==> config.mk <==
export PLATFORM = sky130hd
export DESIGN_NAME = itof_converter
export DESIGN_NICKNAME = d
export VERILOG_FILES = /design/src/source/itof_pkg.sv /design/src/source/itof_operand_stage.sv /design/src/source/itof_normalizer.sv /design/src/source/itof_rounder.sv /design/src/source/itof_converter.sv
export SDC_FILE = /design/constraint.sdc
export NUM_CORES = 1
export LEC_CHECK = 0
export BUFFER_PORTS_ARGS = -buffer_cell sky130_fd_sc_hd__buf_2
export CORE_UTILIZATION = 55
export CTS_BUF_LIST = sky130_fd_sc_hd__clkbuf_2
export DETAILED_ROUTE_END_ITERATION = 7
export GPL_TIMING_DRIVEN = 0
export MAX_ROUTING_LAYER = met4
export PLACE_DENSITY = 0.75
export RECOVER_POWER = 50
export SLEW_MARGIN = 20
export SYNTH_ARGS = -nofsm -noshare
export SYNTH_HDL_FRONTEND = slang
export SYNTH_HIERARCHICAL = 1
export SYNTH_SLANG_ARGS = --single-unit
==> constraint.sdc <==
create_clock -name clk -period 4.3 [get_ports clk]
set_input_delay 0.43 -clock clk [delete_from_list [all_inputs] [get_ports clk]]
set_output_delay 0.43 -clock clk [all_outputs]
set_load 0.005 [all_outputs]
==> src/source/itof_pkg.sv <==
/*
 * Shared types and format constants for the integer to single-precision
 * float converter. Modules import it inside their bodies and use scoped
 * names on their ports.
 */

package itof_pkg;

        // Integer operand width
        localparam int int_width = 32;

        // IEEE 754 single-precision field widths
        localparam int exp_width = 8;
        localparam int frac_width = 23;

        // Single-precision exponent bias
        localparam int exp_bias = 127;

        // Operand interpretation
        typedef enum logic [0:0] {
                op_unsigned = 1'b0,
                op_signed = 1'b1
        } itof_op_e;

        // Conversion request, 33 bits
        typedef struct packed {
                itof_op_e op;
                logic [int_width-1:0] operand;
        } itof_req_t;

        // Sign and magnitude from the operand stage, 34 bits
        typedef struct packed {
                logic sign;
                logic [int_width-1:0] magnitude;
                logic zero;
        } itof_mag_t;

        // Normalized value ahead of rounding, 37 bits
        // mant carries the hidden one in its top bit
        typedef struct packed {
                logic sign;
                logic [exp_width-1:0] exp;
                logic [frac_width:0] mant;
                logic guard;
                logic round;
                logic sticky;
                logic zero;
        } itof_norm_t;

        // Packed IEEE single, 32 bits
        typedef struct packed {
                logic sign;
                logic [exp_width-1:0] exp;
                logic [frac_width-1:0] frac;
        } float_t;

endpackage

==> src/source/itof_operand_stage.sv <==
/*
 * Front stage of the converter. Takes a request strobe while idle,
 * forms sign and magnitude of the operand and holds busy until the
 * rounder reports the result through done.
 */

`timescale 1ns/1ps

module itof_operand_stage (
        input logic clk,
        input logic rst,
        input logic in_stb,
        input itof_pkg::itof_req_t req,
        input logic done,
        output logic busy,
        output logic mag_stb,
        output itof_pkg::itof_mag_t mag
);
        import itof_pkg::*;

        logic busy_q;
        logic accept;
        logic neg;
        logic [int_width-1:0] abs_val;

        // Done releases the converter in the cycle it arrives
        assign busy = busy_q & ~done;
        assign accept = in_stb & ~busy;

        // Only a signed request can be negative
        assign neg = (req.op == op_signed) & req.operand[int_width-1];

        // Two's complement negate, the most negative value maps to 2^31
        assign abs_val = neg ? (~req.operand + 1'b1) : req.operand;

        always_ff @(posedge clk) begin
                if (!rst) begin
                        busy_q <= 1'b0;
                        mag_stb <= 1'b0;
                end else begin
                        mag_stb <= accept;
                        // A new accept wins over the done of the previous one
                        if (accept) begin
                                busy_q <= 1'b1;
                        end else if (done) begin
                                busy_q <= 1'b0;
                        end
                end
        end

        // Payload is captured on acceptance
        always_ff @(posedge clk) begin
                if (accept) begin
                        mag.sign <= neg;
                        mag.magnitude <= abs_val;
                        mag.zero <= (req.operand == '0);
                end
        end

endmodule

==> src/source/itof_normalizer.sv <==
/*
 * Normalizing stage. Shifts the magnitude left until its top bit is set,
 * counting the exponent down, then splits it into mantissa, guard, round
 * and sticky. COARSE_SHIFT sets the size of the fast step, 0 turns it off.
 */

`timescale 1ns/1ps

module itof_normalizer #(
        parameter int COARSE_SHIFT = 8
) (
        input logic clk,
        input logic rst,
        input logic mag_stb,
        input itof_pkg::itof_mag_t mag,
        output logic norm_stb,
        output itof_pkg::itof_norm_t norm
);
        import itof_pkg::*;

        typedef enum logic [1:0] {
                idle,
                shift,
                emit
        } norm_state_e;

        // Coarse window width, one bit when the coarse step is off
        localparam int coarse_w = (COARSE_SHIFT == 0) ? 1 : COARSE_SHIFT;

        // Bit positions below the mantissa
        localparam int guard_pos = int_width - frac_width - 2;
        localparam int round_pos = guard_pos - 1;

        norm_state_e state;
        logic [int_width-1:0] value;
        logic coarse_ok;
        logic [4:0] shift_amt;
        logic lead_one;

        assign lead_one = value[int_width-1];

        // Take the big step only when the whole window is zero
        assign coarse_ok = (COARSE_SHIFT != 0) &&
                           (value[int_width-1 -: coarse_w] == '0);
        assign shift_amt = coarse_ok ? 5'(coarse_w) : 5'd1;

        // Result is valid for the single cycle spent in emit
        assign norm_stb = (state == emit);

        always_ff @(posedge clk) begin
                if (!rst) begin
                        state <= idle;
                end else begin
                        case (state)
                                idle: begin
                                        if (mag_stb) begin
                                                // Zero has nothing to normalize
                                                if (mag.zero) begin
                                                        state <= emit;
                                                end else begin
                                                        state <= shift;
                                                end
                                        end
                                end
                                shift: begin
                                        if (lead_one) begin
                                                state <= emit;
                                        end
                                end
                                emit: begin
                                        state <= idle;
                                end
                                default: begin
                                        state <= idle;
                                end
                        endcase
                end
        end

        always_ff @(posedge clk) begin
                case (state)
                        idle: begin
                                if (mag_stb) begin
                                        value <= mag.magnitude;
                                        norm.sign <= mag.sign;
                                        norm.zero <= mag.zero;
                                        // Top bit of the word has weight 2^31
                                        norm.exp <= exp_width'(int_width - 1);
                                        norm.mant <= '0;
                                        norm.guard <= 1'b0;
                                        norm.round <= 1'b0;
                                        norm.sticky <= 1'b0;
                                end
                        end
                        shift: begin
                                if (lead_one) begin
                                        norm.mant <= value[int_width-1 -: frac_width+1];
                                        norm.guard <= value[guard_pos];
                                        norm.round <= value[round_pos];
                                        norm.sticky <= |value[round_pos-1:0];
                                end else begin
                                        value <= value << shift_amt;
                                        norm.exp <= norm.exp - exp_width'(shift_amt);
                                end
                        end
                        default: begin
                                // emit holds the result for the rounder
                        end
                endcase
        end

endmodule

==> src/source/itof_rounder.sv <==
/*
 * Output stage. Rounds the normalized value to nearest, ties to even,
 * adds the exponent bias and registers the packed float together with
 * a one-cycle out_stb. The result is held until the next conversion.
 */

`timescale 1ns/1ps

module itof_rounder (
        input logic clk,
        input logic rst,
        input logic norm_stb,
        input itof_pkg::itof_norm_t norm,
        output logic out_stb,
        output itof_pkg::float_t result
);
        import itof_pkg::*;

        logic round_up;
        logic carry;
        logic [frac_width+1:0] mant_sum;
        logic [exp_width-1:0] exp_biased;

        // Round up above half, or at exactly half when the mantissa is odd
        assign round_up = norm.guard & (norm.round | norm.sticky | norm.mant[0]);

        assign mant_sum = {1'b0, norm.mant} + {{(frac_width+1){1'b0}}, round_up};

        // All-ones mantissa overflows into the next binade
        assign carry = mant_sum[frac_width+1];

        assign exp_biased = norm.exp + exp_width'(exp_bias) +
                            {{(exp_width-1){1'b0}}, carry};

        always_ff @(posedge clk) begin
                if (!rst) begin
                        out_stb <= 1'b0;
                        result <= '0;
                end else begin
                        out_stb <= norm_stb;
                        if (norm_stb) begin
                                if (norm.zero) begin
                                        // Both opcodes give +0.0
                                        result <= '0;
                                end else begin
                                        result.sign <= norm.sign;
                                        result.exp <= exp_biased;
                                        // Fraction bits are zero after a carry
                                        result.frac <= mant_sum[frac_width-1:0];
                                end
                        end
                end
        end

endmodule

==> src/source/itof_converter.sv <==
/*
 * Top level of the integer to float converter. Chains the operand stage,
 * the normalizer and the rounder, one conversion at a time. The source
 * may strobe a request whenever busy is low.
 */

`timescale 1ns/1ps

module itof_converter #(
        parameter int COARSE_SHIFT = 8
) (
        input logic clk,
        input logic rst,
        input logic in_stb,
        input itof_pkg::itof_req_t req,
        output logic busy,
        output logic out_stb,
        output itof_pkg::float_t result
);
        import itof_pkg::*;

        logic mag_stb;
        itof_mag_t mag;
        logic norm_stb;
        itof_norm_t norm;

        // out_stb doubles as the done signal that frees the front stage
        itof_operand_stage operand_i (
                .clk(clk),
                .rst(rst),
                .in_stb(in_stb),
                .req(req),
                .done(out_stb),
                .busy(busy),
                .mag_stb(mag_stb),
                .mag(mag)
        );

        itof_normalizer #(
                .COARSE_SHIFT(COARSE_SHIFT)
        ) normalizer_i (
                .clk(clk),
                .rst(rst),
                .mag_stb(mag_stb),
                .mag(mag),
                .norm_stb(norm_stb),
                .norm(norm)
        );

        itof_rounder rounder_i (
                .clk(clk),
                .rst(rst),
                .norm_stb(norm_stb),
                .norm(norm),
                .out_stb(out_stb),
                .result(result)
        );

endmodule

==> reports/metrics.cfg <==
[worst_setup_path]
worstPathArrival_ps=3590
critPathCaptureType=flop
r2r_start=normalizer_i/norm[3]$_DFFE_PP_
critPathBufInv=0
worstSetupStartpointType=flop
slowest_delay_ps=590
crit_family=simple AND/OR/NAND/NOR gates
startpoint=normalizer_i/norm[3]$_DFFE_PP_
cp_max_fo=8
path_cells=and2_1 > ha_1 > nand4_1 > nor4_4 > nand4_1 > ha_1 > or3b_2 > nor3_1 > xnor2_1 > o21ai_0
crit_required_ps=4870
crit_type=flop to flop
slowest_stage=nor4_4

[routing]
ant_nets=0
vias_per_cell=5.58
post_drt_wl_per_cell_um=15.3
wl_um=14200
vias=5160
drt_iter0_drc=479
firstDrtPassIters=6
drcViolationCount=0

[placement]
portBuffers=69
placed_cells=877
hpwl_um=10300
place.gp.congestion=0.917
placed_area_mm2=0.00752

[cts]
clock_sinks=140
path_clk_slew_ps=190
cts_buffers=17
post-cts-setup-buffers=0
cts_tree=yes
cts_resized=0
clk_latency_ps=670
htree_levels=4
cts_hold_buf=2
clockBufferDepth=2
clockRootBuffer=clkbuf_2

[global_route]
antenna_found_initial=0
grt_pass1_wl_um=22500
grt_max_degree=40
grt_usage_pct=23.0
grt_overflow=0
grt_pass1_vias=4662

[layout]
final_core_util_pct=64.9
postLayoutCellArea_mm2=0.00790
multi_input_area_mm2=0.00285
instances_no_fill=925
fin_nets=786
final_common_cell=edfxtp_1
n_fill_cell=1003
syn2layout_area_growth_pct=13.7
final_layout_size_suffix_gt1_share_pct=15.2
final_cell_mix=edfxtp_1 (103), nand3_1 (64), buf_2 (59)
regArea_mm2=0.00383

[flow_run]
drv_cap=1

[synthesis]
ys_seq_area_share_pct=55.2
synth_area_per_cell_um2=10.9
synth_cells=638
yosysWarnings=6
synth_edf_count=103
synth_ff_type=edfxtp_1
ys_types=67
async_reset_ff_share_pct=0
netlist_area_mm2=0.00694
syn_nets=681
ys_ff_latch=140

[min_path]
holdCritPathClass=input pin to flop
hp-start=rst

[die]
io_pins=70
die_h_um=114
rows=40
die_w_um=114
fp.dieArea_mm2=0.0131
start_util_pct=57.1
core_area_mm2=0.0122

[power]
ir_drop_uv=161
p_leak_nw=2.88
p_per_area_mw_per_mm2=337

[sta]
worst_pin_slew_ps=2030
rsz0062_at_grt=false
fin_crit_ps=3030
slew_headroom_pct=-35.2
finalCritPeriodShare_pct=70.4
fin_skew_ps=32.3
hold_viol_final=0
whs_ps=90.1
slew_violations=35
setup_tns_ps=0
max_freq_mhz=330
setup_violations=0

[outcome]
violations=capacitance limit, slew limit
run_status=finished, violations left

[area by class of cell]
cell class | count | area share [%]
Inverter | 21 | 0.998
Timing Repair Buffer | 86 | 6.29
Sequential cell | 140 | 48.6
Buffer | 33 | 1.97
Multi-Input combinational cell | 444 | 36.0
Tap cell | 168 | 2.66
Clock buffer | 20 | 1.27
Antenna cell | 1 | 0.0317
Clock inverter | 12 | 2.19
[final timing paths]
| path | endpoint | slack, ps | cells past startpoint |
|---|---|---|---|
| worst max register to register | rounder_i/result[28]$_SDFFE_PN0P_ | 1270 | 10 |
| worst min register to register | rounder_i/result[11]$_SDFFE_PN0P_ | 470 | 2 |
| worst max-delay path | rounder_i/result[28]$_SDFFE_PN0P_ | 1270 | 10 |
| worst min-delay path | operand_i/busy_q$_SDFFE_PN0P_ | 90 | 2 |
[synth_stat cells, drive strengths merged, types with 3 or more instances]
| cell type | instances | share of area (%) |
|---|---|---|
| a32o | 8 | 1.2 |
| o21ai | 21 | 1.5 |
| buf | 16 | 1.7 |
| dfxtp | 37 | 11 |
| nand4 | 6 | 0.54 |
| and2 | 37 | 3.3 |
| inv | 21 | 1.1 |
| a41oi | 4 | 0.50 |
| a31oi | 7 | 0.63 |
| or3 | 8 | 0.81 |
| and3 | 4 | 0.36 |
| nor2b | 12 | 1.1 |
| o31ai | 3 | 0.32 |
| xor2 | 21 | 2.6 |
| xnor2 | 28 | 3.5 |
| and4 | 3 | 0.38 |
| nor4 | 14 | 1.9 |
| nor3 | 16 | 1.2 |
| a221o | 3 | 0.43 |
| ha | 7 | 1.3 |
| nor2 | 41 | 2.3 |
| o22ai | 7 | 0.63 |
| a21oi | 24 | 1.7 |
| edfxtp | 103 | 45 |
| a211oi | 7 | 0.76 |
| or3b | 3 | 0.41 |
| o21a | 4 | 0.43 |
| nand2b | 7 | 0.63 |
| nand3 | 66 | 5.1 |
| clkbuf | 17 | 0.92 |
| nor3b | 7 | 0.83 |
| nand2 | 44 | 2.4 |
| or4 | 6 | 0.76 |
[sequential cells by signal, summed over array words and instances (netlist names)]
signal,cells
operand_i/mag_stb,1
normalizer_i/state,2
operand_i/busy_q,1
rounder_i/out_stb,1
normalizer_i/norm,37
operand_i/mag,34
normalizer_i/value,32
rounder_i/result,32
[report_power, final]
| group | switching, mW | internal [mW] | total, mW |
|---|---|---|---|
| registers | 0.0498 | 1.54 | 1.59 |
| logic | 0.137 | 0.0980 | 0.235 |
| clock network | 0.454 | 0.385 | 0.839 |
| total | 0.641 | 2.02 | 2.66 |
[logic make-up after synthesis]
| family | count (synthesis) | synth area share, % |
|---|---|---|
| AO/OA/AOI/OAI | 102 | 10.0 |
| XOR/XNOR | 49 | 6.18 |
| adder cells (fa/ha/maj) | 7 | 1.26 |
| buffers and inverters | 54 | 3.71 |
| flip-flops | 140 | 55.2 |
| AND/OR/NAND/NOR | 286 | 23.6 |
[stage by stage]
| step | total power, mW | worst slack [ps] |
|---|---|---|
| after floorplan | 1.75 | 1220 |
| after global placement | 1.83 | 639 |
| after detailed placement | 1.84 | 1300 |
| after CTS | 2.67 | 1280 |
| after global routing | 2.77 | 1070 |
| final | 2.66 | 1270 |
[per-layer routing]
layer  track usage (%)  up-vias  routed length (um)
li1                  -     2575                   -
met1              28.7     2365                6390
met2              37.5      198                6850
met3              5.08       22                 712
met4              7.45        0                 201
met5                 -        -                   0
(Power assumes the default switching activity.)
